===== src/lvdcPkg.sv =====
package lvdcPkg;

    ///////////////////////////////
    // Word geometry
    ///////////////////////////////
    localparam int SYL_BITS  = 13;
    localparam int OP_BITS   = 4;
    localparam int ADDR_BITS = SYL_BITS - OP_BITS;
    localparam int WORD_BITS = 2 * SYL_BITS;
    localparam int MEM_WORDS = 1 << ADDR_BITS;

    ///////////////////////////////
    // Instruction set
    ///////////////////////////////
    localparam logic [OP_BITS-1:0] OP_HLT = 4'd0;
    localparam logic [OP_BITS-1:0] OP_CLA = 4'd1;
    localparam logic [OP_BITS-1:0] OP_ADD = 4'd2;
    localparam logic [OP_BITS-1:0] OP_SUB = 4'd3;
    localparam logic [OP_BITS-1:0] OP_AND = 4'd4;
    localparam logic [OP_BITS-1:0] OP_STO = 4'd5;
    localparam logic [OP_BITS-1:0] OP_TRA = 4'd6;

    // Sequencer FSM
    localparam logic [2:0] SEQ_IDLE   = 3'd0;
    localparam logic [2:0] SEQ_LOAD   = 3'd1;
    localparam logic [2:0] SEQ_DECODE = 3'd2;
    localparam logic [2:0] SEQ_WAIT   = 3'd3;
    localparam logic [2:0] SEQ_DROP   = 3'd4;

    // Arithmetic unit FSM
    localparam logic [2:0] ALU_IDLE  = 3'd0;
    localparam logic [2:0] ALU_FETCH = 3'd1;
    localparam logic [2:0] ALU_SYNC  = 3'd2;
    localparam logic [2:0] ALU_SHIFT = 3'd3;
    localparam logic [2:0] ALU_STORE = 3'd4;
    localparam logic [2:0] ALU_DONE  = 3'd5;

    typedef struct packed {
        logic [OP_BITS-1:0]   opcode;
        logic [ADDR_BITS-1:0] address;
    } lvdcSyllable_t;

    // Syllable 0 sits in the low half and runs first
    typedef union packed {
        logic [WORD_BITS-1:0]    data;
        lvdcSyllable_t [1:0]     syl;
    } lvdcWord_u;

endpackage


===== src/timingGenerator.sv =====
`timescale 1ns/1ps
`default_nettype none

module timingGenerator
    import lvdcPkg::*;
(
    input  logic       clk,
    input  logic       rst,
    output logic [4:0] bitIndex,
    output logic       wordStart
);

    // One bit time per clock, 26 bit times per word
    always_ff @(posedge clk) begin
        if (rst) begin
            bitIndex <= '0;
        end else if (bitIndex == 5'(WORD_BITS - 1)) begin
            bitIndex <= '0;
        end else begin
            bitIndex <= bitIndex + 5'd1;
        end
    end

    // Bit time 0 carries the least significant bit of every word
    assign wordStart = (bitIndex == 5'd0);

endmodule

`default_nettype wire


===== config.mk =====
export PLATFORM = sky130hd
export DESIGN_NAME = timingGenerator
export DESIGN_NICKNAME = d
export VERILOG_FILES = /design/src/lvdcPkg.sv /design/src/timingGenerator.sv
export SDC_FILE = /design/constraint.sdc
export NUM_CORES = 1
export LEC_CHECK = 0
export BUFFER_PORTS_ARGS = -buffer_cell sky130_fd_sc_hd__buf_2
export CAP_MARGIN = 5
export CELL_PAD_IN_SITES_DETAIL_PLACEMENT = 0
export CELL_PAD_IN_SITES_GLOBAL_PLACEMENT = 1
export CORE_AREA = 2 2 39 41
export CTS_CLUSTER_SIZE = 20
export DETAILED_ROUTE_END_ITERATION = 10
export DIE_AREA = 0 0 41 43
export PLACE_DENSITY_LB_ADDON = 0.3
export SYNTH_ARGS = -nofsm -noshare
export SYNTH_HDL_FRONTEND = slang
export SYNTH_SLANG_ARGS = --single-unit

===== constraint.sdc =====
create_clock -name clk -period 1.6 [get_ports clk]
set_clock_uncertainty 0.2 [all_clocks]
set_input_delay 0.48 -clock clk [delete_from_list [all_inputs] [get_ports clk]]
set_output_delay 0.48 -clock clk [all_outputs]
set_load 0.05 [all_outputs]

# Word level (Yosys, flattened, before mapping)
# Cells that the tools add are included.
# classes
n_addsub	1
eq_ne	1
reduce_logical	2
# ops
cell	count
adder 5 x 1 -> 5 bit, second input constant	1
== test 5 bit, second input constant	1
logical NOT 5 bit	1
OR reduction 2 bit	1
# totals
register_bits	5
in_bits	2
wordCells	5

# Longest topological paths before layout
# depth
ltp_word	2
ltp_mapped	4
mapped_depth_nobuf	4

# Worst setup path before layout
# No wires, ideal clock.
# synth_path
kind	register to output
from	reg bitIndex[1]
to	out wordStart
t_arrival_ns	2.365
t_required_ns	0.920
setup_slack_ns	-1.445
path_stages_with_launch	4
cell_sequence	dfxtp_1 inv_1 ha_1 nor4b_1
# synth_between
elab_chain_cells	1
# synth_rtl
item	line	source
start, declared	timingGenerator.sv:9	output logic [4:0] bitIndex,
start signal, assigned	timingGenerator.sv:20	bitIndex <= bitIndex + 5'd1;
logical NOT 5 bit	timingGenerator.sv:25	assign wordStart = (bitIndex == 5'd0);
end, declared	timingGenerator.sv:10	output logic wordStart
# No other way between the ends.

# Final worst setup path
# layout_path
from	reg bitIndex[0]
to	out wordStart
# The elaborated chain is that of the path after synthesis.

==> flow_summary.yaml <==
worst_setup_path:
  worstSetupStartpointType: "flop"
  crit_fanout: 2
  startpoint: "bitIndex[0]$_SDFF_PP0_"
  r2r-end: "bitIndex[4]$_SDFF_PP0_"
  cp.required_ns: 0.92
  cp.arrival_ns: 1.14
  reg2reg_slack_ns: 0.13
  ff2ff_path_depth: 4
  rr_startpoint: "bitIndex[0]$_SDFF_PP0_"
  endpoint: "wordStart"
  cp-end-kind: "primary output"
  crit_type: "flop to primary output"
synth:
  synth_area_um2: 273
  synthTopCellsByArea: "dfxtp_1, ha_1, nor4_4, and4_2, o21bai_1"
  synth_nets: 29
  yosysUniqueCellTypes: 13
  synth_top_area_share_pct: 36.7
  yosys_register_bits: 5
  synth_top_area_cell: "dfxtp_1"
  avgSynthCellArea_um2: 11.4
  yosys_warnings: 0
  ys_seq_area_share_pct: 36.7
  netlist_instances: 24
route:
  wl_per_cell_um: 10.9
  drt-total-wl_um: 620
  drc_errors: 0
  vias: 245
  ant_nets: 0
  drt_iter0_markers: 8
  first_pass_iters: 3
  viasPerCell: 4.30
final_layout:
  reg.largest.list: "bitIndex (5)"
  regMostFlops: "bitIndex"
  instances_no_fill: 57
  synthToLayoutAreaGrowth_pct: 76.6
  n_antenna_cell: 0
  fin_nets: 47
  final_cell_mix: "buf_6, buf_4, dfxtp_2, clkbuf_4"
  largest_register_ffs: 5
  drive_gt1_share_pct: 73.2
  stdcell_area_um2: 482
clock_network:
  cts_tree: "built"
  cts_root_buf: "clkbuf_4"
  cts_setup_buffers: 0
  cts_hold_buf: 0
  cts_htree_levels: 1
  cts_sinks: 5
  numCtsBuffers: 3
  clockBufferDepth: 2
  clk_latency_ns: 0.24
  clkTransAtPathRegs_ns: 0.04
timing:
  fin_ws_ns: -0.218
  finalCriticalPeriod_ns: 1.82
  fmax_mhz: 550
  rsz0062_at_grt: "true"
  whs_ns: 0.255
  fin_crit_sh_pct: 114
  relSlewSlack_pct: 83.2
  finalSetupTns_ns: -0.218
  finalMaxSlewViolations: 0
  tightest_slew_ns: 0.252
  finalSetupViolations: 1
  timing.final.hold_violations: 0
power:
  power.leakage_nw: 0.201
  peakVddDrop_uv: 289
  cellPowerDensity_nw_per_um2: 831
  p_total_mw: 0.400
run_status:
  violations: "setup timing"
  outcome: "finished with violations"
grt:
  grt_pass1_wl_um: 1140
  grt_max_degree: 8
  grt_pass1_vias: 269
  antenna_found_initial: 0
  grtUsageTotal_pct: 9.73
  grt_remaining_overflow: 0
placed_design:
  gp_congestion: 0.791
  dp_hpwl_um: 512
  place_area_um2: 414
  dp.cells: 53
  io_buffers: 7
floorplan:
  chipHeight_um: 43
  fp-row-count: 14
  io_pins: 8
  initial_core_util_pct: 19.7
  core_um2: 1380
  die_area_um2: 1760
  fp.dieW_um: 41
min_path:
  min_path_type: "input pin to flop"
job:
  max-cap-violations: 0
-- through the flow --
step / utilization, % / setup slack [ns]
2_1_floorplan: - / -0.250
5_1_grt: 34.8 / -0.297
3_5_place_dp: 29.9 / -0.0733
3_3_place_gp: 29.9 / -0.0349
6_report: 34.8 / -0.218
4_1_cts: 33.3 / -0.255
-- worst min path at each step --
stage                           start                      to  depth (start not counted)
4_1_cts                           rst  bitIndex[0]$_SDFF_PP0_                          2
3_3_place_gp   bitIndex[0]$_SDFF_PP0_  bitIndex[0]$_SDFF_PP0_                          2
6_report                          rst  bitIndex[0]$_SDFF_PP0_                          2
5_1_grt                           rst  bitIndex[0]$_SDFF_PP0_                          2
3_5_place_dp   bitIndex[0]$_SDFF_PP0_  bitIndex[0]$_SDFF_PP0_                          2
2_1_floorplan                     rst  bitIndex[1]$_SDFF_PP0_                          1
-- metal layers --
layer / global-route usage, % / routed length (um)
met4: 6.00 / 0
met5: 0 / 0
met1: 13.5 / 292
met2: 12.5 / 292
met3: 3.14 / 34
-- layout make-up --
class	count	area [um2]
Clock buffer	4	26.3
Fill cell	152	902
Inverter	2	12.5
Multi-Input combinational cell	17	193
Sequential cell	5	111
Tap cell	16	20.0
Timing Repair Buffer	13	119
-- power breakdown --
part / switching (mW) / internal (mW)
sequential: 0.00678 / 0.132
combinational: 0.0637 / 0.0538
clock: 0.0498 / 0.0942
total: 0.120 / 0.280
-- worst max-delay path, cell delays in order, from the launching register on --
cell and delay [ns]:
dfxtp_4 0.34, inv_4 0.05, ha_4 0.12, nor4b_4 0.19, buf_6 0.19
-- cell families (layout without fill, tap and decap cells) --
group | after synthesis | after routing | synth area share (%)
and+or+nand+nor | 9 | 9 | 34.4
DFF | 5 | 5 | 36.7
AOI/OAI and AO/OA | 4 | 4 | 9.17
adders and majority gates | 3 | 3 | 13.8
buffers and inverters | 2 | 19 | 2.75
xor gates and xnor gates | 1 | 1 | 3.21
-- synth_stat cells (all sizes together) --
library cell,count
nor3b,1
a21oi,2
inv,2
nor4,2
and4b,1
and4,2
nor3,2
o21bai,2
dfxtp,5
nor4b,1
ha,3
xnor2,1
-- timing repair --
action                                  CTS  global route
resized for setup                         7             6
endpoints found under the setup margin    5             5
endpoints found under the hold margin     0             0
pin swaps                                 1             0
No activity file was read; power rests on OpenSTA's default activity.
