===== config.mk =====
export PLATFORM = sky130hd
export DESIGN_NAME = serialArithmetic
export DESIGN_NICKNAME = d
export VERILOG_FILES = /design/src/lvdcPkg.sv /design/src/serialArithmetic.sv
export SDC_FILE = /design/constraint.sdc
export NUM_CORES = 1
export LEC_CHECK = 0
export BUFFER_PORTS_ARGS = -buffer_cell sky130_fd_sc_hd__buf_4
export CAP_MARGIN = 25
export CORE_MARGIN = 2
export CORE_UTILIZATION = 52
export CTS_BUF_LIST = sky130_fd_sc_hd__clkbuf_8
export CTS_CLUSTER_SIZE = 24
export DETAILED_ROUTE_END_ITERATION = 16
export GPL_TIMING_DRIVEN = 0
export PLACE_DENSITY = 0.84
export SKIP_LAST_GASP = 1
export SYNTH_ARGS = -nofsm -noshare
export SYNTH_HDL_FRONTEND = slang
export SYNTH_SLANG_ARGS = --single-unit

===== constraint.sdc =====
create_clock -name clk -period 2 [get_ports clk]
set_input_delay 0.4 -clock clk [delete_from_list [all_inputs] [get_ports clk]]
set_output_delay 0.4 -clock clk [all_outputs]
set_load 0.005 [all_outputs]

===== src/lvdcPkg.sv =====
package lvdcPkg;

    ///////////////////////////////
    // Word geometry
    ///////////////////////////////
    localparam int SYL_BITS  = 13;
    localparam int OP_BITS   = 4;
    localparam int ADDR_BITS = SYL_BITS - OP_BITS;
    localparam int WORD_BITS = 2 * SYL_BITS;
    localparam int MEM_WORDS = 1 << ADDR_BITS;

    ///////////////////////////////
    // Instruction set
    ///////////////////////////////
    localparam logic [OP_BITS-1:0] OP_HLT = 4'd0;
    localparam logic [OP_BITS-1:0] OP_CLA = 4'd1;
    localparam logic [OP_BITS-1:0] OP_ADD = 4'd2;
    localparam logic [OP_BITS-1:0] OP_SUB = 4'd3;
    localparam logic [OP_BITS-1:0] OP_AND = 4'd4;
    localparam logic [OP_BITS-1:0] OP_STO = 4'd5;
    localparam logic [OP_BITS-1:0] OP_TRA = 4'd6;

    // Sequencer FSM
    localparam logic [2:0] SEQ_IDLE   = 3'd0;
    localparam logic [2:0] SEQ_LOAD   = 3'd1;
    localparam logic [2:0] SEQ_DECODE = 3'd2;
    localparam logic [2:0] SEQ_WAIT   = 3'd3;
    localparam logic [2:0] SEQ_DROP   = 3'd4;

    // Arithmetic unit FSM
    localparam logic [2:0] ALU_IDLE  = 3'd0;
    localparam logic [2:0] ALU_FETCH = 3'd1;
    localparam logic [2:0] ALU_SYNC  = 3'd2;
    localparam logic [2:0] ALU_SHIFT = 3'd3;
    localparam logic [2:0] ALU_STORE = 3'd4;
    localparam logic [2:0] ALU_DONE  = 3'd5;

    typedef struct packed {
        logic [OP_BITS-1:0]   opcode;
        logic [ADDR_BITS-1:0] address;
    } lvdcSyllable_t;

    // Syllable 0 sits in the low half and runs first
    typedef union packed {
        logic [WORD_BITS-1:0]    data;
        lvdcSyllable_t [1:0]     syl;
    } lvdcWord_u;

endpackage


===== src/serialArithmetic.sv =====
`timescale 1ns/1ps
`default_nettype none

module serialArithmetic
    import lvdcPkg::*;
(
    input  logic                 clk,
    input  logic                 rst,
    input  logic [4:0]           bitIndex,
    input  logic                 wordStart,
    input  logic                 execReq,
    input  logic [OP_BITS-1:0]   execOpcode,
    input  logic [ADDR_BITS-1:0] execAddr,
    output logic                 execAck,
    output logic                 opndReq,
    output logic [ADDR_BITS-1:0] opndAddr,
    output logic                 opndWe,
    output logic [WORD_BITS-1:0] opndWdata,
    input  logic                 opndAck,
    input  logic [WORD_BITS-1:0] opndRdata,
    output logic [WORD_BITS-1:0] acc
);

    logic [2:0] state;
    lvdcWord_u  opnd;
    logic       carry;
    logic       carryIn;
    logic       carryOut;
    logic       resBit;
    logic       serialActive;
    logic       lastBit;

    // Bit 0 is handled in the wordStart cycle itself
    assign serialActive = (state == ALU_SHIFT) || (state == ALU_SYNC && wordStart);
    assign lastBit      = (bitIndex == 5'(WORD_BITS - 1));
    assign opndWdata    = acc;

    ///////////////////////////////
    // One bit of the serial pass
    ///////////////////////////////
    always_comb begin
        carryIn  = wordStart ? 1'b0 : carry;
        resBit   = acc[0];
        carryOut = 1'b0;
        case (execOpcode)
            OP_CLA: resBit = opnd.data[0];
            OP_ADD: begin
                resBit   = acc[0] ^ opnd.data[0] ^ carryIn;
                carryOut = (acc[0] & opnd.data[0]) | (carryIn & (acc[0] ^ opnd.data[0]));
            end
            OP_SUB: begin
                // Here the flop holds a borrow
                resBit   = acc[0] ^ opnd.data[0] ^ carryIn;
                carryOut = (!acc[0] & opnd.data[0]) | (carryIn & !(acc[0] ^ opnd.data[0]));
            end
            OP_AND: resBit = acc[0] & opnd.data[0];
            default: resBit = acc[0];
        endcase
    end

    always_ff @(posedge clk) begin
        if (rst) begin
            state    <= ALU_IDLE;
            acc      <= '0;
            carry    <= 1'b0;
            execAck  <= 1'b0;
            opndReq  <= 1'b0;
            opndAddr <= '0;
            opndWe   <= 1'b0;
        end else begin
            if (serialActive) begin
                acc       <= {resBit, acc[WORD_BITS-1:1]};
                opnd.data <= opnd.data >> 1;
                carry     <= carryOut;
            end

            case (state)
                ALU_IDLE: begin
                    if (execReq && !opndAck) begin
                        opndAddr <= execAddr;
                        if (execOpcode == OP_STO) begin
                            state <= ALU_SYNC;
                        end else begin
                            opndReq <= 1'b1;
                            opndWe  <= 1'b0;
                            state   <= ALU_FETCH;
                        end
                    end
                end
                ALU_FETCH: begin
                    if (opndAck) begin
                        opndReq   <= 1'b0;
                        opnd.data <= opndRdata;
                        state     <= ALU_SYNC;
                    end
                end
                ALU_SYNC: begin
                    if (wordStart) begin
                        state <= ALU_SHIFT;
                    end
                end
                ALU_SHIFT: begin
                    if (lastBit && execOpcode == OP_STO) begin
                        opndReq <= 1'b1;
                        opndWe  <= 1'b1;
                        state   <= ALU_STORE;
                    end else if (lastBit) begin
                        execAck <= 1'b1;
                        state   <= ALU_DONE;
                    end
                end
                ALU_STORE: begin
                    if (opndAck) begin
                        opndReq <= 1'b0;
                        opndWe  <= 1'b0;
                        execAck <= 1'b1;
                        state   <= ALU_DONE;
                    end
                end
                ALU_DONE: begin
                    if (!execReq) begin
                        execAck <= 1'b0;
                        state   <= ALU_IDLE;
                    end
                end
                default: begin
                    state <= ALU_IDLE;
                end
            endcase
        end
    end

endmodule

`default_nettype wire


== After elaboration in Yosys (flattened, before gate mapping) ==
Cells that the tools add are included.
Word-level totals
  bits in registers: 68
  input port bits: 49
  output and inout bits: 64
  word-level logic and storage cells: 84
Operators by class
  equal/unequal tests: 22
  mux-type cells: 28
  bitwise logic cells: 8
  reductions and logical operators: 18
Operators by type and width (count)
  2-to-1 mux 26 bit: 3
  2-to-1 mux 3 bit: 7
  case mux 3 bit (6 select lines): 1
  != test 2 bit, second input constant: 8
  AND reduction 5 bit: 3
  case mux 1 bit (3 select lines): 4
  2-to-1 mux 1 bit: 11
  nonzero test 3 bit: 3
  equality test 4 x 2 -> 1 bit, second input constant: 2
  equality test 4 x 3 -> 1 bit, second input constant: 2
  equality test 3 x 2 -> 1 bit, second input constant: 2
  equality test 3 bit, second input constant: 2
  AND reduction 6 bit: 1
  equality test 5 bit, second input constant: 1
  bitwise AND 1 bit: 4
  equality test 4 x 1 -> 1 bit, second input constant: 1
  != test 2 x 1 -> 1 bit, second input constant: 2
  OR reduction 2 bit: 2
  equality test 3 x 1 -> 1 bit, second input constant: 1
  logical AND 1 bit: 3
  logical NOT 1 bit: 3
  logical NOT 3 bit: 1
  != test 3 x 2 -> 1 bit, second input constant: 1
  2-to-1 mux 2 bit: 1
  other kinds (5): 7

== Longest topological paths before layout ==
Gate-level depths: netlist (run 1).
  depth in word-level cells: 6
  gate-level depth with buffers: 8
  gate-level depth less buffers: 6

== Worst setup path after synthesis (run 1) ==
OpenSTA, ideal clock, no wires.
  path kind: input to register
  start: input port rst
  end: register acc[25]
  setup time: 0.071 ns
  arrival time: 1.588 ns
  required time: 1.929 ns
  setup slack: 0.341 ns
  stages: 5
  buffers on the path: 2
  cell sequence: clkbuf_1 > clkbuf_1 > inv_1 > o21ai_0 > a21oi_1
RTL lines
  from (decl): line serialArithmetic.sv:8  | input logic rst,
  to (signal assigned): line serialArithmetic.sv:72  | acc <= {resBit, acc[WORD_BITS-1:1]};
  to (decl): line serialArithmetic.sv:21  | output logic [WORD_BITS-1:0] acc

== Worst setup path after layout (run 1) ==
  start: register state[0]
  end: register opnd[24] in the netlist's numbering (data pin)
Between the ends
  word-level cells in the longest chain between the ends: 6
  elaborated cells on any way between the ends: 8
  those cells by class: eq/ne: 3; mux: 3; reduce/logical: 2
Ends and longest elaborated chain
  from (decl): line serialArithmetic.sv:24  | logic [2:0] state;
  from (signal assigned): line serialArithmetic.sv:63  | state <= ALU_IDLE;
  from (signal assigned): line serialArithmetic.sv:82  | state <= ALU_SYNC;
  from (signal assigned): line serialArithmetic.sv:86  | state <= ALU_FETCH;
  equality test 3 x 2 -> 1 bit: line serialArithmetic.sv:34  | assign serialActive = (state == ALU_SHIFT) || (state == ALU_SYNC && wordStart);
  logical AND 1 bit: line serialArithmetic.sv:34
  logical OR 1 bit: line serialArithmetic.sv:34
  2-to-1 mux 26 bit: line serialArithmetic.sv:71  | if (serialActive) begin
  2-to-1 mux 26 bit: line serialArithmetic.sv:91  | if (opndAck) begin
  2-to-1 mux 26 bit (*): line serialArithmetic.sv:77  | case (state)
  to (decl): line serialArithmetic.sv:25  | lvdcWord_u opnd;
Mark *: on every way between the ends. The rest lies on a longest branch, timed or not.
A chain may end at the register's enable or synchronous reset.

==> results of run 1 <==
[cells by family (layout without fill, tap and decap cells)]
group / after synthesis / after routing
DFF: 68 / 68
buffers and inverters: 57 / 185
muxes: 26 / 26
xor gates and xnor gates: 2 / 2
AOI/OAI and AO/OA: 88 / 88
and+or+nand+nor: 130 / 130
adders and majority gates: 3 / 3
[power groups by stage]
stage               registers, uW  logic, uW  clock network (uW)
finish                       1560        358                1140
global route                 1570        399                1220
floorplan                    1590        196                   0
CTS                          1560        350                1150
global placement             1590        334                   0
detailed placement           1600        348                   0
[registers in the layout (all words and copies together) (netlist names)]
signal,count
acc,26
opndReq,1
opndWe,1
execAck,1
opndAddr,9
carry,1
state,3
opnd,26
[worst max-delay path, cell delays in order, from the launching register on]
cell      delay, ps
dfxtp_1         450
inv_2           100
nor4_4          510
clkbuf_1        360
o21ai_0         150
[per-layer routing]
layer | vias to the layer above | GRT usage [%] | routed length (microns)
met2 | 141 | 40.8 | 4090
met1 | 1420 | 28.2 | 3280
met3 | 23 | 4.62 | 626
met4 | 0 | 11.3 | 221
li1 | 1512 | - | -
met5 | - | 0 | 0
[placed cells by master (no fill, tap or decap), types with 2 or more instances in the layout]
cell type / Yosys / routed
nor2_1: 7 / 7
nor2b_1: 4 / 4
nand3b_1: 2 / 2
clkbuf_8: 0 / 9
inv_1: 7 / 7
nor4_4: 1 / 2
dfxtp_1: 42 / 42
nor3b_1: 2 / 2
clkbuf_1: 13 / 13
inv_6: 0 / 2
mux2i_1: 26 / 26
nor4_1: 2 / 2
nand3_1: 11 / 11
a221oi_1: 2 / 2
nand2b_1: 4 / 4
nand2_1: 91 / 91
o21ai_0: 31 / 31
inv_4: 0 / 3
buf_2: 7 / 7
a21oi_1: 41 / 41
edfxtp_1: 26 / 26
fa_1: 2 / 2
o21a_1: 2 / 2
buf_4: 29 / 140
[repair_timing]
action | in CTS | in global routing
hold buffers | 0 | 0
setup buffers | 0 | 0
gates resized for setup | 0 | 1
setup endpoints to repair | 0 | 26
[path summary, 6_finish.rpt]
path	start	endpoint	slack, ps	cells after the start
min	execAddr[1]	opndAddr[1]$_SDFFE_PP0P_	320	3
max	state[0]$_SDFFE_PP0P_	opnd[24]$_DFFE_PN_	170	4
min reg2reg	opndAddr[3]$_SDFFE_PP0P_	opndAddr[3]$_SDFFE_PP0P_	460	2
max reg2reg	state[0]$_SDFFE_PP0P_	opnd[24]$_DFFE_PN_	170	4
[per-stage QoR]
stage | setup TNS, ps | setup slack (ps)
after global routing | 0 | 1.48
final | 0 | 170
after global placement | -3330 | -122
after detailed placement | -3610 | -139
after floorplan | 0 | 341
after CTS | 0 | 8.12
[final cells by class]
| class | count | area, sq um |
|---|---|---|
| fill | 510 | 1790 |
| buffer | 49 | 302 |
| clock buffer | 9 | 124 |
| multi-input combinational | 249 | 1420 |
| tap | 77 | 96.3 |
| inverter | 8 | 30.0 |
| timing repair buffer | 112 | 861 |
| sequential | 68 | 1620 |
| clock inverter | 7 | 71.3 |
==> impl_metrics.py, run 1 <==
metrics = {
    "status": {
        "status": "complete, no violations",
    },
    "die": {
        "rows": 29,
        "ios": 113,
        "core_area_sq_um": 6310,
        "die_h_microns": 84.4,
        "die_w_microns": 84.4,
        "dieArea_sq_um": 7130,
        "start_util_pct": 53.3,
    },
    "timing": {
        "fin_crit_sh_pct": 91.5,
        "skew_ps": 7.72,
        "hold_viol": 0,
        "setup_viol": 0,
        "slew_headroom_pct": 67.5,
        "fmax_ghz": 0.546,
        "hold-worst-slack_ps": 318,
        "tightest_slew_ps": 484,
        "rsz0062_at_grt": "no",
        "period_minus_slack_ps": 1830,
        "drv_slew": 0,
    },
    "final_layout": {
        "post-route-cell-area_sq_um": 4530,
        "stdcell_count": 579,
        "nets": 549,
        "drive_gt1_share_pct": 33.7,
        "syn_to_final_growth_pct": 34.5,
        "diodes": 0,
        "final_util_pct": 71.7,
    },
    "critical_path": {
        "crit_type": "register to register",
        "start_kind": "register",
        "crit_arrival_ps": 1910,
        "crit_required_ps": 2080,
        "cp-end-kind": "register",
        "crit_fanout": 10,
    },
    "logic_synthesis": {
        "synth_top_family_by_area": "simple AND/OR/NAND/NOR gates",
        "synth.most_common_cell": "nand2_1",
        "synth.distinct_cells": 43,
        "synth_compound_area_share_pct": 14.6,
        "yosys-top-cells-count": "nand2_1 (91), dfxtp_1 (42), a21oi_1 (41), o21ai_0 (31), buf_4 (29)",
        "synth_xor_area_share_pct": 0.521,
        "synthesis.nets": 426,
        "synth_simple_gate_area_share_pct": 17.6,
        "ys_ff_latch": 68,
        "netlist.area_leader.share_pct": 25.0,
        "yosys_warnings": 0,
        "synth-edff-count": 26,
        "yosys_most_used_dff": "dfxtp_1",
        "synthAdderAreaFrac_pct": 1.56,
        "synth_largest_area_cell": "dfxtp_1",
        "synth_seq_area_share_pct": 48.2,
        "ys_async_sr_fraction_pct": 0,
        "syn_inst": 374,
        "synth.area.top_cells": "dfxtp_1 (25%), edfxtp_1 (23%), nand2_1 (10%), mux2i_1 (7.7%), buf_4 (6.5%)",
        "netlist_area_sq_um": 3360,
        "syn_avg_cell_area_sq_um": 9.00,
        "synthMuxAreaShare_pct": 7.74,
    },
    "clock_network": {
        "path_clk_slew_ps": 80,
        "htree_levels": 3,
        "clk-insertion-delay-late_ps": 350,
        "cts.path.max_buffers": 2,
        "cts_num_sinks": 68,
        "cts_tree": "built",
        "cts-root-buf": "clkbuf_8",
        "cts_made_buffers": 9,
    },
    "place": {
        "dp.cells": 562,
        "io_buffers": 111,
        "gp_congestion": 0.935,
        "place_hpwl_mm": 6.11,
        "placed_area_sq_um": 4290,
    },
    "power": {
        "p_per_area_nw_per_um2": 677,
        "internal_power_uw": 2280,
        "clkPwrFrac_pct": 37.3,
        "p_seq_share_pct": 51.1,
        "pwr-share-comb_pct": 11.7,
        "max-vdd-ir-drop_mv": 0.435,
        "power.leakage_uw": 0.00207,
        "switchingPower_uw": 782,
        "p_sw_share_pct": 25.5,
        "power_uw": 3060,
    },
    "global_routing": {
        "gr-total-overflow": 0,
        "grt_usage_pct": 23.6,
        "grt_pass1_vias": 2971,
        "grt_max_degree": 29,
        "grt_pass1_wl_mm": 13.6,
        "antenna_found_initial": 0,
    },
    "detailed_routing": {
        "wire_per_inst_microns": 14.2,
        "drt_iter0_drc": 174,
        "drtPass1Iterations": 4,
        "postRouteAntennaNets": 0,
        "via_per_inst": 5.35,
        "drc": 0,
        "dr_total_vias": 3096,
        "drt_wl_total_mm": 8.22,
    },
    "worst_hold_path": {
        "hp-class": "input pin to register",
    },
    "job": {
        "max_cap_viol_count": 0,
    },
}
No activity file was read; power rests on OpenSTA's default activity.
==> inputs of run 2 (changes only) <==
- ABC_AREA: not set -> 1
==> impl_metrics.py, run 2 <==
metrics = {
    "power": {
        "max-vdd-ir-drop_mv": 0.618,
        "p_per_area_nw_per_um2": 1140,
        "power.leakage_uw": 0.00218,
    },
    "timing": {
        "tightest_slew_ps": 779,
        "skew_ps": 6.83,
        "drv_slew": 0,
        "rsz0062_at_grt": "no",
        "fin_crit_sh_pct": 80.6,
        "layout_setup_ws_ps": 388,
        "slew_headroom_pct": 48.1,
        "setup_viol": 0,
        "hold-worst-slack_ps": 283,
        "fin_setup_tns_ps": 0,
        "hold_viol": 0,
        "fmax_ghz": 0.620,
        "period_minus_slack_ps": 1610,
    },
    "die": {
        "dieArea_sq_um": 7300,
        "rows": 29,
        "die_w_microns": 85.4,
        "core_area_sq_um": 6390,
        "start_util_pct": 54.0,
        "ios": 113,
        "die_h_microns": 85.4,
    },
    "logic_synthesis": {
        "netlist.area_leader.share_pct": 24.4,
        "netlist_area_sq_um": 3450,
        "ys_ff_latch": 68,
        "syn_avg_cell_area_sq_um": 7.97,
        "synth-edff-count": 26,
        "syn_inst": 433,
        "yosys-top-cells-count": "nand2_1 (94), nor2_1 (74), dfxtp_1 (42), inv_1 (32), buf_4 (27)",
        "ys_async_sr_fraction_pct": 0,
        "synth_largest_area_cell": "dfxtp_1",
        "synth.most_common_cell": "nand2_1",
        "yosys_warnings": 0,
        "yosys_most_used_dff": "dfxtp_1",
        "synth.area.top_cells": "dfxtp_1 (24%), edfxtp_1 (23%), nand2_1 (10%), nor2_1 (8.1%), buf_4 (5.9%)",
        "synthesis.nets": 485,
        "synth_seq_area_share_pct": 47.0,
        "synth.distinct_cells": 28,
    },
    "worst_hold_path": {
        "hp-class": "input pin to register",
    },
    "clock_network": {
        "cts_resized": 0,
        "cts_tree": "built",
        "ctsHoldBuffers": 0,
        "cts_num_sinks": 68,
        "path_clk_slew_ps": 70,
        "cts-root-buf": "clkbuf_8",
        "clk-insertion-delay-late_ps": 340,
        "post-cts-setup-buffer-count": 0,
        "cts.path.max_buffers": 2,
        "cts_made_buffers": 9,
        "htree_levels": 3,
    },
    "place": {
        "io_buffers": 111,
        "place_hpwl_mm": 6.19,
        "dp.cells": 621,
        "pre_cts_ws_ps": 69.4,
        "gp_congestion": 0.942,
    },
    "detailed_routing": {
        "drt_iter0_drc": 205,
        "wire_per_inst_microns": 13.3,
        "drtPass1Iterations": 7,
        "drc": 0,
        "drt_wl_total_mm": 8.44,
        "postRouteAntennaNets": 0,
        "dr_total_vias": 3326,
        "via_per_inst": 5.22,
    },
    "final_layout": {
        "diodes": 0,
        "multi_input_area_sq_um": 1370,
        "top_regs": "acc: 26 flops, opnd: 26 flops, opndAddr: 9 flops",
        "final_cell_mix": "buf_4 (138), nand2_1 (94), nor2_1 (74)",
        "layout_commonest_cell": "buf_4",
        "syn_to_final_growth_pct": 32.3,
        "stdcell_count": 637,
        "seq_area_sq_um": 1620,
        "nets": 607,
        "filler_cell_count": 526,
        "drive_gt1_share_pct": 33.8,
    },
    "critical_path": {
        "crit_required_ps": 2170,
        "crit_type": "register to register",
        "start_kind": "register",
        "cp-end-kind": "register",
        "crit_arrival_ps": 1780,
        "crit_fanout": 10,
    },
    "global_routing": {
        "gr-total-overflow": 0,
        "grt_usage_pct": 23.2,
        "grt_pass1_vias": 2999,
        "grt_max_degree": 36,
        "grt_pass1_wl_mm": 13.6,
        "antenna_found_initial": 0,
    },
    "status": {
        "status": "complete, no violations",
    },
    "job": {
        "max_cap_viol_count": 0,
    },
}
-- run 2: area by class of cell --
cell class	count	area share, %
buffer	46	6.96
clock buffer	9	2.71
clock inverter	7	1.29
inverter	37	3.07
multi-input combinational	282	30.1
sequential	68	35.5
tap	77	2.11
timing repair buffer	111	18.3
-- run 2: critical path, cell delays in order, from the launching register on --
cell      delay (ps)
dfxtp_1          300
buf_2            160
o21ai_4          270
clkbuf_1         380
nand2_1          100
a31oi_1          230
-- run 2: kinds of logic (layout without fill, tap and decap cells) --
| family | count (synthesis) | in the layout | share of synthesized area, % |
|---|---|---|---|
| adders and majority gates | 3 | 3 | 1.52 |
| and+or+nand+nor | 193 | 193 | 22.5 |
| buffers and inverters | 83 | 210 | 13.2 |
| AOI/OAI and AO/OA | 86 | 86 | 15.7 |
| DFF | 68 | 68 | 47.0 |
-- run 2: path summary, 6_finish.rpt --
path	from	to	slack, ps	cells past startpoint
setup / recovery	state[0]$_SDFFE_PP0P_	opnd[16]$_DFFE_PN_	390	5
setup reg to reg	state[0]$_SDFFE_PP0P_	opnd[16]$_DFFE_PN_	390	5
hold reg to reg	execAck$_SDFFE_PP0P_	execAck$_SDFFE_PP0P_	460	2
hold / removal	execAddr[5]	opndAddr[5]$_SDFFE_PP0P_	280	3
-- run 2: metal layers --
metal	up-vias	track usage (%)	part of all wire, %
met1	1508	30.5	42
met5	-	0	0
met3	15	3.60	6.7
met2	153	38.7	49
li1	1650	-	-
met4	0	8.80	1.5
-- run 2: per-stage QoR --
stage | utilization (%) | total power [uW] | area [sq um]
after detailed placement | 68.6 | 4150 | 4380
after global placement | 68.6 | 4070 | 4380
after CTS | 71.5 | 5220 | 4560
final | 71.5 | 5210 | 4560
after global routing | 71.5 | 5570 | 4560
after floorplan | - | 3380 | 3450
-- run 2: power breakdown --
| part | leakage [uW] | internal [uW] | switching [uW] | total, uW |
|---|---|---|---|---|
| clock network | 0.0000953 | 558 | 500 | 1060 |
| logic | 0.00149 | 965 | 1060 | 2030 |
| registers | 0.000595 | 1880 | 239 | 2120 |
| total | 0.00218 | 3400 | 1800 | 5210 |
