$ cat src/lvdcPkg.sv
package lvdcPkg;

    ///////////////////////////////
    // Word geometry
    ///////////////////////////////
    localparam int SYL_BITS  = 13;
    localparam int OP_BITS   = 4;
    localparam int ADDR_BITS = SYL_BITS - OP_BITS;
    localparam int WORD_BITS = 2 * SYL_BITS;
    localparam int MEM_WORDS = 1 << ADDR_BITS;

    ///////////////////////////////
    // Instruction set
    ///////////////////////////////
    localparam logic [OP_BITS-1:0] OP_HLT = 4'd0;
    localparam logic [OP_BITS-1:0] OP_CLA = 4'd1;
    localparam logic [OP_BITS-1:0] OP_ADD = 4'd2;
    localparam logic [OP_BITS-1:0] OP_SUB = 4'd3;
    localparam logic [OP_BITS-1:0] OP_AND = 4'd4;
    localparam logic [OP_BITS-1:0] OP_STO = 4'd5;
    localparam logic [OP_BITS-1:0] OP_TRA = 4'd6;

    // Sequencer FSM
    localparam logic [2:0] SEQ_IDLE   = 3'd0;
    localparam logic [2:0] SEQ_LOAD   = 3'd1;
    localparam logic [2:0] SEQ_DECODE = 3'd2;
    localparam logic [2:0] SEQ_WAIT   = 3'd3;
    localparam logic [2:0] SEQ_DROP   = 3'd4;

    // Arithmetic unit FSM
    localparam logic [2:0] ALU_IDLE  = 3'd0;
    localparam logic [2:0] ALU_FETCH = 3'd1;
    localparam logic [2:0] ALU_SYNC  = 3'd2;
    localparam logic [2:0] ALU_SHIFT = 3'd3;
    localparam logic [2:0] ALU_STORE = 3'd4;
    localparam logic [2:0] ALU_DONE  = 3'd5;

    typedef struct packed {
        logic [OP_BITS-1:0]   opcode;
        logic [ADDR_BITS-1:0] address;
    } lvdcSyllable_t;

    // Syllable 0 sits in the low half and runs first
    typedef union packed {
        logic [WORD_BITS-1:0]    data;
        lvdcSyllable_t [1:0]     syl;
    } lvdcWord_u;

endpackage

$ cat src/memoryArbiter.sv
`timescale 1ns/1ps
`default_nettype none

module memoryArbiter
    import lvdcPkg::*;
(
    input  logic                 clk,
    input  logic                 rst,

    input  logic                 extReq,
    input  logic [ADDR_BITS-1:0] extAddr,
    input  logic                 extWe,
    input  logic [WORD_BITS-1:0] extWdata,
    output logic                 extAck,
    output logic [WORD_BITS-1:0] extRdata,

    input  logic                 opndReq,
    input  logic [ADDR_BITS-1:0] opndAddr,
    input  logic                 opndWe,
    input  logic [WORD_BITS-1:0] opndWdata,
    output logic                 opndAck,
    output logic [WORD_BITS-1:0] opndRdata,

    input  logic                 ifetchReq,
    input  logic [ADDR_BITS-1:0] ifetchAddr,
    output logic                 ifetchAck,
    output logic [WORD_BITS-1:0] ifetchRdata,

    output logic                 memReq,
    output logic [ADDR_BITS-1:0] memAddr,
    output logic                 memWe,
    output logic [WORD_BITS-1:0] memWdata,
    input  logic                 memAck,
    input  logic [WORD_BITS-1:0] memRdata
);

    logic extGrant;
    logic opndGrant;
    logic ifetchGrant;
    logic anyGrant;

    assign anyGrant = extGrant | opndGrant | ifetchGrant;

    // A new winner is picked only once the previous handshake has fully closed
    always_ff @(posedge clk) begin
        if (rst) begin
            extGrant    <= 1'b0;
            opndGrant   <= 1'b0;
            ifetchGrant <= 1'b0;
        end else if (!anyGrant) begin
            extGrant    <= extReq;
            opndGrant   <= !extReq && opndReq;
            ifetchGrant <= !extReq && !opndReq && ifetchReq;
        end else if (!memReq && !memAck) begin
            extGrant    <= 1'b0;
            opndGrant   <= 1'b0;
            ifetchGrant <= 1'b0;
        end
    end

    assign memReq = (extGrant & extReq) | (opndGrant & opndReq) | (ifetchGrant & ifetchReq);

    always_comb begin
        if (extGrant) begin
            memAddr  = extAddr;
            memWe    = extWe;
            memWdata = extWdata;
        end else if (opndGrant) begin
            memAddr  = opndAddr;
            memWe    = opndWe;
            memWdata = opndWdata;
        end else begin
            memAddr  = ifetchAddr;
            memWe    = 1'b0;
            memWdata = '0;
        end
    end

    assign extAck      = extGrant & memAck;
    assign opndAck     = opndGrant & memAck;
    assign ifetchAck   = ifetchGrant & memAck;
    assign extRdata    = extGrant ? memRdata : '0;
    assign opndRdata   = opndGrant ? memRdata : '0;
    assign ifetchRdata = ifetchGrant ? memRdata : '0;

endmodule

`default_nettype wire

$ cat config.mk
export PLATFORM = sky130hd
export DESIGN_NAME = memoryArbiter
export DESIGN_NICKNAME = d
export VERILOG_FILES = /design/src/lvdcPkg.sv /design/src/memoryArbiter.sv
export SDC_FILE = /design/constraint.sdc
export NUM_CORES = 1
export LEC_CHECK = 0
export ABC_CLOCK_PERIOD_IN_PS = 1600
export BUFFER_PORTS_ARGS = -buffer_cell sky130_fd_sc_hd__buf_4
export CAP_MARGIN = 30
export CORE_AREA = 2 2 89 91
export DETAILED_ROUTE_END_ITERATION = 8
export DIE_AREA = 0 0 91 93
export HOLD_SLACK_MARGIN = 0.03
export MAX_ROUTING_LAYER = met4
export SLEW_MARGIN = 20
export SYNTH_ARGS = -nofsm -noshare
export SYNTH_HDL_FRONTEND = slang
export SYNTH_SLANG_ARGS = --single-unit
$ cat constraint.sdc
create_clock -name clk -period 1.6 [get_ports clk]
set_clock_uncertainty 0.1 [all_clocks]
set_input_delay 0.16 -clock clk [delete_from_list [all_inputs] [get_ports clk]]
set_output_delay 0.16 -clock clk [all_outputs]
set_load 0.01 [all_outputs]
Yosys cells after proc, flatten, opt, wreduce, memory -nomap -nowiden
Cells that the tools add are included.
- flip-flop bits (word level): 3
- input bits: 113
- output and inout port bits: 118
- logic and storage cells: 35
- equality and inequality tests: 1
- muxes and demuxes: 13
- bitwise gates (word level): 10
- reductions and logical operators: 8
- operators with widths (cell ; number):
    two-way mux 26 bit ; 5
    two-way mux 9 bit ; 2
    bitwise AND 1 bit ; 6
    two-way mux 1 bit ; 6
    logical AND 1 bit ; 4
    logical NOT 1 bit ; 4
    OR 1 bit ; 4
    inequality test 2 x 1 -> 1 bit (second input constant) ; 1

Logic depth before layout (Yosys ltp)
Gate-level depths: netlist of the first run.
- word-level depth: 7
- depth in mapped cells: 4
- mapped depth without buffers: 3

Least setup slack after synthesis of the first run
Ideal clock, no wire load.
- path kind: flip-flop to flip-flop
- from: register extGrant
- to: register opndGrant
- library setup time: 0.117 ns
- arrival time: 1.190 ns
- required time: 1.383 ns
- slack: 0.193 ns
- stages on the path, launching flop included: 5
- path buffers: 1
- period minus slack after synthesis: 1.407 ns
- cell sequence: dfxtp_1 > buf_6 > a222oi_1 > a21oi_1 > a22o_1
- cells in the longest elaborated chain, start to end: 6
- elaborated cells on any way between the ends: 9
- those cells by class: eq/ne: 1; mux: 1; bitwise: 5; reduce/logical: 2
- ends and longest elaborated chain (item ; line ; source):
    start: declaration ; memoryArbiter.sv:37 ; logic extGrant;
    start signal: assignment ; memoryArbiter.sv:51 ; extGrant <= extReq;
    bitwise AND 1 bit ; memoryArbiter.sv:61 ; assign memReq = (extGrant & extReq) | (opndGrant & opndReq) | (ifetchGrant & ifetchReq);
    OR 1 bit (2 in a row) ; memoryArbiter.sv:61 ;
    logical NOT 1 bit ; memoryArbiter.sv:54 ; end else if (!memReq && !memAck) begin
    logical AND 1 bit ; memoryArbiter.sv:54 ;
    inequality test 2 x 1 -> 1 bit (no line) ; n/a ;
    end signal: assignment ; memoryArbiter.sv:52 ; opndGrant <= !extReq && opndReq;
    end: declaration ; memoryArbiter.sv:38 ; logic opndGrant;
Several ways; a longest one is shown, not always the timed one.
A chain may end at the register's enable or synchronous reset.

Worst setup path in the final report of the first run
- from: register extGrant
- to: output memReq
- cells in the longest elaborated chain, start to end: 3
- ends and longest elaborated chain (item ; line ; source):
    bitwise AND 1 bit ; memoryArbiter.sv:61 ;
    OR 1 bit (2 in a row) ; memoryArbiter.sv:61 ;
    end: declaration ; memoryArbiter.sv:29 ; output logic memReq,
Every way passes these cells.

==> results.ini, run 1 <==
[global_route]
grt_max_degree=28
antenna_found_initial=0
grt_first_pass_wirelength_um=9070
first_global_vias=1931
track_usage_pct=13.1
overflow=0

[sta]
setup_violations=0
hold_slack_ps=88.3
fin_setup_tns_ps=0
period_minus_slack_ps=1560
grt_setup_unrepaired=yes
finalCritPeriodShare_pct=97.7
hold_viol_final=0
maxSlewHeadroom_pct=74.3
max_freq_ghz=0.640
drv_slew=0
worst_pin_slew_ps=386

[synthesis]
synthArstFlopShare_pct=0
synthCells=170
ys_ff_latch=3
synth_area_leader_cell=and2_1
post_synth_num_cell_types=19
syn_avg_cell_area_sq_um=6.69
synth_top_area_share_pct=44.0
netlist_area_sq_mm=0.00114
synth_nets=283
post-synth-top-count-cell=and2_1
synthTopCellsByCount=and2_1 (80), a22o_1 (28), clkbuf_1 (13)
synth_area_leaders=and2_1 (44%), a22o_1 (22%), mux2i_1 (7.9%), dfxtp_1 (5.3%), o21ai_0 (4.4%)
synth-seq-area-share_pct=5.28
ys.flop_type=dfxtp_1
yosysWarnings=0
synth-edff-count=0

[die]
die_w_um=91
core-area_sq_mm=0.00753
die_area_sq_mm=0.00846
die_h_um=93
io_pins=231
core.rowCount=32
initial_core_util_pct=15.1

[worst_setup_path]
cpMaxStageDelayCell=a222oi_1
r2r_end=opndGrant$_SDFFE_PP0P_
path_depth=4
r2r_start=extGrant$_SDFFE_PP0P_
start_kind=flip-flop
criticalPathCategory=flip-flop to output pin
slowest_delay_ps=400
endpoint_kind=output pin
timing.critical_path.max_delay_family=compound AO/OA/AOI/OAI gates
cp_data_required_time_ps=1340
crit_arrival_ps=1300
worstRegToRegCells=3
crit_start=extGrant$_SDFFE_PP0P_
rrSetupSlack_ps=240
cp_common_cell=buf_4
crit_end=memReq
path_buf_inv=3
path_max_fanout=6
crit_chain=a222oi_1 > buf_4 > inv_1 > buf_4

[detailed_routing]
vias=2042
drtIter0Drc=33
totalWireLength_um=6090
route.detailed.drc=0
wl_per_cell_um=12.3
drtPass1Iterations=4
avgViaCountPerCell=4.12
ant_nets=0

[clock_tree]
cts_buffers=3
cts_root_buf=clkbuf_8
clkTransAtPathRegs_ps=30
cts_sinks=3
clockBufferDepth=2
h-tree-depth=1
clk_latency_ps=220
cts_tree=done

[final_layout]
drive_gt1_share_pct=61.9
fillers=785
fin_util_pct=40.3
multi_input_area_sq_um=986
nets=508
area_growth_pct=166
ff_latch_area_sq_um=62.6
antenna_cells=0

[place]
dp_hpwl_um=5150
portBuffers=230
place_congestion=0.856

[pwr]
peakVddDrop_v=0.000240
power_density_mw_per_mm2=423
p_leak_nw=1.68
p_total_mw=1.28

[job]
max_cap_violations=0

[hold_path]
hold_path.class=primary input to flip-flop

[status]
status=complete, no violations

metrics by stage:
stage,cells,setup slack (ps),cell area (sq um)
after global placement,492,202,2970
after floorplan,170,193,1140
after detailed placement,492,147,2970
after global routing,496,-53.5,3030
final,496,36.5,3030
after CTS,496,27.8,3030
logic make-up (layout without fill, tap and decap cells):
kind of cell	after synthesis	after routing	share of synthesized area [%]
flip-flops	3	3	5.28
multiplexers	9	9	7.92
AO/OA/AOI/OAI	42	42	28.9
AND/OR/NAND/NOR	94	94	49.5
buffers and inverters	22	246	8.36
power breakdown:
group          leakage [nW]  total, mW  switching (mW)  internal, mW
Combinational          1.63      0.971           0.404         0.568
Clock                0.0228      0.219          0.0493         0.170
Sequential           0.0253     0.0916         0.00866        0.0829
Total                  1.68       1.28           0.461         0.821
worst min-delay path by stage:
| stage | cells after the start | slack (ps) | startpoint | endpoint |
|---|---|---|---|---|
| after floorplan | 1 | 190 | opndReq | opndGrant$_SDFFE_PP0P_ |
| after global placement | 2 | 310 | opndReq | opndGrant$_SDFFE_PP0P_ |
| after detailed placement | 2 | 300 | opndReq | opndGrant$_SDFFE_PP0P_ |
| after CTS | 2 | 90 | opndReq | opndGrant$_SDFFE_PP0P_ |
| after global routing | 2 | 100 | opndReq | opndGrant$_SDFFE_PP0P_ |
| final | 2 | 90 | opndReq | opndGrant$_SDFFE_PP0P_ |
cell type report:
type / count / share of cell area (%)
Inverter: 4 / 0.495
Sequential cell: 3 / 2.06
Tap cell: 102 / 4.21
Clock buffer: 4 / 1.49
Timing Repair Buffer: 238 / 59.2
Multi-Input combinational cell: 145 / 32.5
timing repair:
action,4_1_cts,5_1_grt
resized for setup,3,1
setup endpoints to repair,18,27
setup buffers,0,0
hold buffers,0,0
gates cloned,0,0
hold endpoints to repair,0,0
cell usage in the layout, fill, tap and decap left out, drive strengths merged, types with 3 or more instances in the layout:
cell type and instances:
buf 238, and2 80, a22o 28, o21ai 10, nand2 9, mux2i 9
inv 4, clkbuf 4, dfxtp 3
registers in the layout, indices dropped and copies added (netlist names):
| name | flops |
|---|---|
| extGrant | 1 |
| opndGrant | 1 |
| ifetchGrant | 1 |
metal layers:
layer	part of all wire, %	wire length (um)	up-vias	GRT usage, %
met3	10	627	2	3.06
met5	0	0	-	-
met1	34	2070	881	13.3
met2	55	3360	136	25.6
li1	-	-	1023	-
met4	0.31	19	0	2.53
(Power assumes the default switching activity.)
==> run 2, diff against run 1 <==
Settings changed: RECOVER_POWER set to 50.
==> run 2 against run 1 <==
  * Worst hold slack is essentially flat
  * Routed wire length grew 0.84%
  * Design area shrank 3.6%
  * Final cell count is the same
  * Sequential cell count is the same
  * Critical endpoint is now memWdata[12]
==> results.ini, run 2 (same netlist as run 1, synthesis figures left out) <==
[global_route]
first_global_vias=1931  ; unchanged
grt_max_degree=28  ; unchanged
track_usage_pct=13.1  ; unchanged
antenna_found_initial=0  ; unchanged
grt_first_pass_wirelength_um=9070  ; unchanged
overflow=0  ; unchanged

[final_layout]
fillers=824  ; was 785
final_cell_mix=buf_4 (205), and2_1 (71), clkbuf_1 (30)  ; was buf_4 (236), and2_1 (80), a22o_1 (28)
drive_gt1_share_pct=54.6  ; was 61.9%
multi_input_area_sq_um=986  ; unchanged
reg_top3=extGrant: 1 flops, ifetchGrant: 1 flops, opndGrant: 1 flops  ; unchanged
fin_util_pct=38.8  ; was 40.3%
nets=508  ; unchanged
final_common_cell=buf_4  ; unchanged
ff_latch_area_sq_um=62.6  ; unchanged
area_growth_pct=157  ; was 166%
instances_no_fill=496  ; unchanged
antenna_cells=0  ; unchanged

[pwr]
p_sw_share_pct=37.0  ; was 36.0%
share_comb_of_total_power_pct=75.1  ; was 75.8%
p_total_mw=1.25  ; was 1.28 mW
p_leak_nw=1.55  ; was 1.68 nW
p_switching_uw=463  ; was 461 uW
power_density_mw_per_mm2=428  ; was 423 mW/mm^2
seq_power_share_pct=7.3  ; was 7.1%
clkPwrFrac_pct=17.6  ; was 17.1%
internal_power_uw=787  ; was 821 uW
peakVddDrop_v=0.000239  ; was 0.000240 V

[clock_tree]
post-cts-setup-buffers=0  ; unchanged
cts_root_buf=clkbuf_8  ; unchanged
clockBufferDepth=2  ; unchanged
cts_sinks=3  ; unchanged
cts_tree=done  ; unchanged
postCtsResizedCells=3  ; unchanged
clk_latency_ps=220  ; about the same
cts_hold_buf=0  ; unchanged
cts_buffers=3  ; unchanged
h-tree-depth=1  ; unchanged
clkTransAtPathRegs_ps=30  ; about the same

[die]
core-area_sq_mm=0.00753  ; unchanged
io_pins=231  ; unchanged
die_area_sq_mm=0.00846  ; unchanged
die_w_um=91  ; unchanged
die_h_um=93  ; unchanged
core.rowCount=32  ; unchanged
initial_core_util_pct=15.1  ; unchanged

[worst_setup_path]
cp_data_required_time_ps=1340  ; about the same
crit_arrival_ps=1300  ; about the same
criticalPathCategory=flip-flop to output pin  ; unchanged
endpoint_kind=output pin  ; unchanged
path_max_fanout=27  ; was 6
start_kind=flip-flop  ; unchanged

[place]
portBuffers=230  ; unchanged
dp_cells=492  ; unchanged
dp_hpwl_um=5150  ; unchanged
place_congestion=0.856  ; unchanged

[sta]
maxSlewHeadroom_pct=74.7  ; was 74.3%
setup_violations=0  ; unchanged
drv_slew=0  ; unchanged
grt_setup_unrepaired=yes  ; unchanged
hold_viol_final=0  ; unchanged
period_minus_slack_ps=1560  ; about the same
worst_pin_slew_ps=380  ; was 386 ps
max_freq_ghz=0.641  ; was 0.640 GHz
hold_slack_ps=88.4  ; was 88.3 ps
finalCritPeriodShare_pct=97.5  ; was 97.7%

[detailed_routing]
drtPass1Iterations=4  ; unchanged
totalWireLength_um=6140  ; was 6090 um
vias=2037  ; was 2042
drtIter0Drc=40  ; was 33
wl_per_cell_um=12.4  ; was 12.3 um
avgViaCountPerCell=4.11  ; was 4.12
route.detailed.drc=0  ; unchanged
ant_nets=0  ; unchanged

[status]
status=complete, no violations  ; unchanged

[hold_path]
hold_path.class=primary input to flip-flop  ; unchanged

[job]
max_cap_violations=0  ; unchanged

## run 2: worst paths after layout
kind	from	endpoint	slack (ps)	depth (start not counted)
max	extGrant$_SDFFE_PP0P_	memWdata[12]	40	4
max reg2reg	extGrant$_SDFFE_PP0P_	opndGrant$_SDFFE_PP0P_	240	3
min	opndReq	opndGrant$_SDFFE_PP0P_	90	2
min reg2reg	ifetchGrant$_SDFFE_PP0P_	ifetchGrant$_SDFFE_PP0P_	420	1
## run 2: layout make-up
type | instances | area share [%]
clock buffer | 4 | 1.54
inverter | 4 | 0.514
multi-input combinational | 145 | 33.7
sequential | 3 | 2.14
tap | 102 | 4.37
timing repair buffer | 238 | 57.7
## run 2: power by group through the flow
stage               Clock, mW  Sequential, mW  Combinational (mW)
floorplan                   0          0.0863               0.395
global placement            0          0.0912               0.975
detailed placement          0          0.0920               0.978
global route            0.235          0.0937                1.02
CTS                     0.229          0.0916               0.983
finish                  0.220          0.0916               0.939
## run 2: stage by stage
stage	instance area, sq um	setup TNS (ps)	worst slack (ps)
detailed placement	2970	0	147
floorplan	1140	0	193
CTS	3030	0	27.8
global placement	2970	0	202
global route	2920	-221	-53.5
finish	2920	0	40.2
## run 2: layer usage
| metal | global-route usage [%] | vias to the layer above | part of all wire [%] |
|---|---|---|---|
| met5 | - | - | 0 |
| met1 | 13.3 | 873 | 34 |
| met2 | 25.6 | 138 | 55 |
| li1 | - | 1024 | - |
| met3 | 3.06 | 2 | 11 |
| met4 | 2.53 | 0 | 0.31 |
## run 2: worst max-delay path, stage by stage (launching register included)
cell and delay [ps]:
dfxtp_2 360, and2b_1 200, buf_6 170, a22o_1 200, buf_4 140
==> run 3, diff against run 2 <==
--- a/constraint.sdc
+++ b/constraint.sdc
@@ -4,2 +4,2 @@
 set_output_delay 0.16 -clock clk [all_outputs]
-set_load 0.01 [all_outputs]
+set_load 0.005 [all_outputs]
==> run 3 against run 2 <==
  * Via count up 2.5%
  * Design area up 5.4%
  * Final cell count up 0.40%
  * Utilization is 2.1 points higher
  * Critical path depth stayed put
  * Sequential power barely moved
  * Worst hold slack worse by 1.9 ps
  * Largest cell class unchanged
  * Largest power group unchanged
==> results.ini, run 3 (same netlist as run 1, synthesis figures left out) <==
[status]
status=complete, no violations  ; unchanged

[die]
initial_core_util_pct=15.1  ; unchanged
core.rowCount=32  ; unchanged
die_w_um=91  ; unchanged
io_pins=231  ; unchanged
core-area_sq_mm=0.00753  ; unchanged
die_h_um=93  ; unchanged
die_area_sq_mm=0.00846  ; unchanged

[sta]
max_freq_ghz=0.643  ; was 0.641 GHz
maxSlewHeadroom_pct=74.6  ; was 74.7%
setup_violations=0  ; unchanged
drv_slew=0  ; unchanged
hold_viol_final=0  ; unchanged
finalCritPeriodShare_pct=97.1  ; was 97.5%
period_minus_slack_ps=1550  ; was 1560 ps
worst_pin_slew_ps=380  ; about the same
fin_ws_ps=45.6  ; was 40.2 ps

[final_layout]
antenna_cells=0  ; unchanged
fillers=761  ; was 824
instances_no_fill=498  ; was 496
nets=510  ; was 508
final_cell_mix=buf_4 (236), and2_1 (80), a22o_1 (28)  ; was buf_4 (205), and2_1 (71), clkbuf_1 (30)
final_common_cell=buf_4  ; unchanged
ff_latch_area_sq_um=67.6  ; was 62.6 sq um
drive_gt1_share_pct=62.6  ; was 54.6%
fin_util_pct=40.9  ; was 38.8%
area_growth_pct=171  ; was 157%
reg_top3=extGrant: 1 flops, ifetchGrant: 1 flops, opndGrant: 1 flops  ; unchanged
multi_input_area_sq_um=990  ; was 986 sq um

[detailed_routing]
drtPass1Iterations=4  ; unchanged
wl_per_cell_um=12.4  ; about the same
avgViaCountPerCell=4.19  ; was 4.11
vias=2087  ; was 2037
ant_nets=0  ; unchanged
drtIter0Drc=39  ; was 40
route.detailed.drc=0  ; unchanged
totalWireLength_um=6170  ; was 6140 um

[clock_tree]
cts_root_buf=clkbuf_8  ; unchanged
clk_latency_ps=220  ; about the same
clockBufferDepth=2  ; unchanged
clkTransAtPathRegs_ps=30  ; about the same
cts_sinks=3  ; unchanged
cts_buffers=3  ; unchanged
cts_tree=done  ; unchanged
cts_hold_buf=0  ; unchanged
h-tree-depth=1  ; unchanged

[job]
max_cap_violations=0  ; unchanged

[worst_setup_path]
endpoint_kind=output pin  ; unchanged
criticalPathCategory=flip-flop to output pin  ; unchanged
path_max_fanout=4  ; was 27
crit_arrival_ps=1290  ; was 1300 ps
rrSetupSlack_ps=180  ; was 240 ps
cp_data_required_time_ps=1340  ; about the same
start_kind=flip-flop  ; unchanged

[place]
place_congestion=0.839  ; was 0.856
pre_cts_slack_ps=127  ; was 147 ps
dp_cells=492  ; unchanged
dp_hpwl_um=5200  ; was 5150 um
portBuffers=230  ; unchanged

[global_route]
grt_max_degree=28  ; unchanged
first_global_vias=1901  ; was 1931
overflow=0  ; unchanged
track_usage_pct=13.2  ; was 13.1%
grt_first_pass_wirelength_um=9090  ; was 9070 um
antenna_found_initial=0  ; unchanged

[pwr]
peakVddDrop_v=0.000220  ; was 0.000239 V
p_leak_nw=1.69  ; was 1.55 nW
power_density_mw_per_mm2=398  ; was 428 mW/mm^2

[hold_path]
hold_path.class=primary input to flip-flop  ; unchanged

-- run 3: cell types whose count changed in the layout (fill, tap and decap cells not counted), moves of 9 or more --
cell | previous run | this run
and2_0 | 9 | 0
and2_1 | 71 | 80
buf_4 | 205 | 236
clkbuf_1 | 30 | 1
-- run 3: power by group --
part           total [mW]  switching [mW]  internal [mW]
combinational       0.909           0.329          0.580
clock               0.223          0.0531          0.170
sequential         0.0913         0.00913         0.0822
-- run 3: layer usage --
layer	track usage [%]	part of all wire [%]
met5	-	0
met4	3.03	0.81
met3	2.26	9.5
met2	26.0	55
met1	13.5	35
-- run 3: per-stage QoR --
step / hold WS, ps / total power, mW / TNS [ps] / cell area [sq um]
finish: 86.5 / 1.22 / 0 / 3080
global route: 77.3 / 1.33 / -2.89 / 3080
CTS: 76.1 / 1.23 / 0 / 3030
detailed placement: 302 / 0.988 / 0 / 2970
global placement: 305 / 0.983 / 0 / 2970
floorplan: 186 / 0.399 / 0 / 1140
-- run 3: cell type report --
type,count,area share (%)
clock buffer,4,1.46
inverter,4,0.488
tap,102,4.15
multi-input combinational,145,32.2
timing repair buffer,240,59.6
sequential,3,2.20
-- run 3: final timing paths --
check,start,endpoint,depth (start not counted)
max,extGrant$_SDFFE_PP0P_,memReq,4
min,opndReq,opndGrant$_SDFFE_PP0P_,2
max reg2reg,extGrant$_SDFFE_PP0P_,extGrant$_SDFFE_PP0P_,5
min reg2reg,ifetchGrant$_SDFFE_PP0P_,ifetchGrant$_SDFFE_PP0P_,1
-- run 3: critical path, stage by stage, from the launching register on --
cell and delay (ps):
dfxtp_4 340, a222oi_1 410, buf_4 190, inv_2 30
buf_6 100
-- run 3: timing repair --
action	CTS	global route
pin swaps	0	1
setup endpoints to repair	31	31
resized for setup	5	9
buffers inserted	0	2
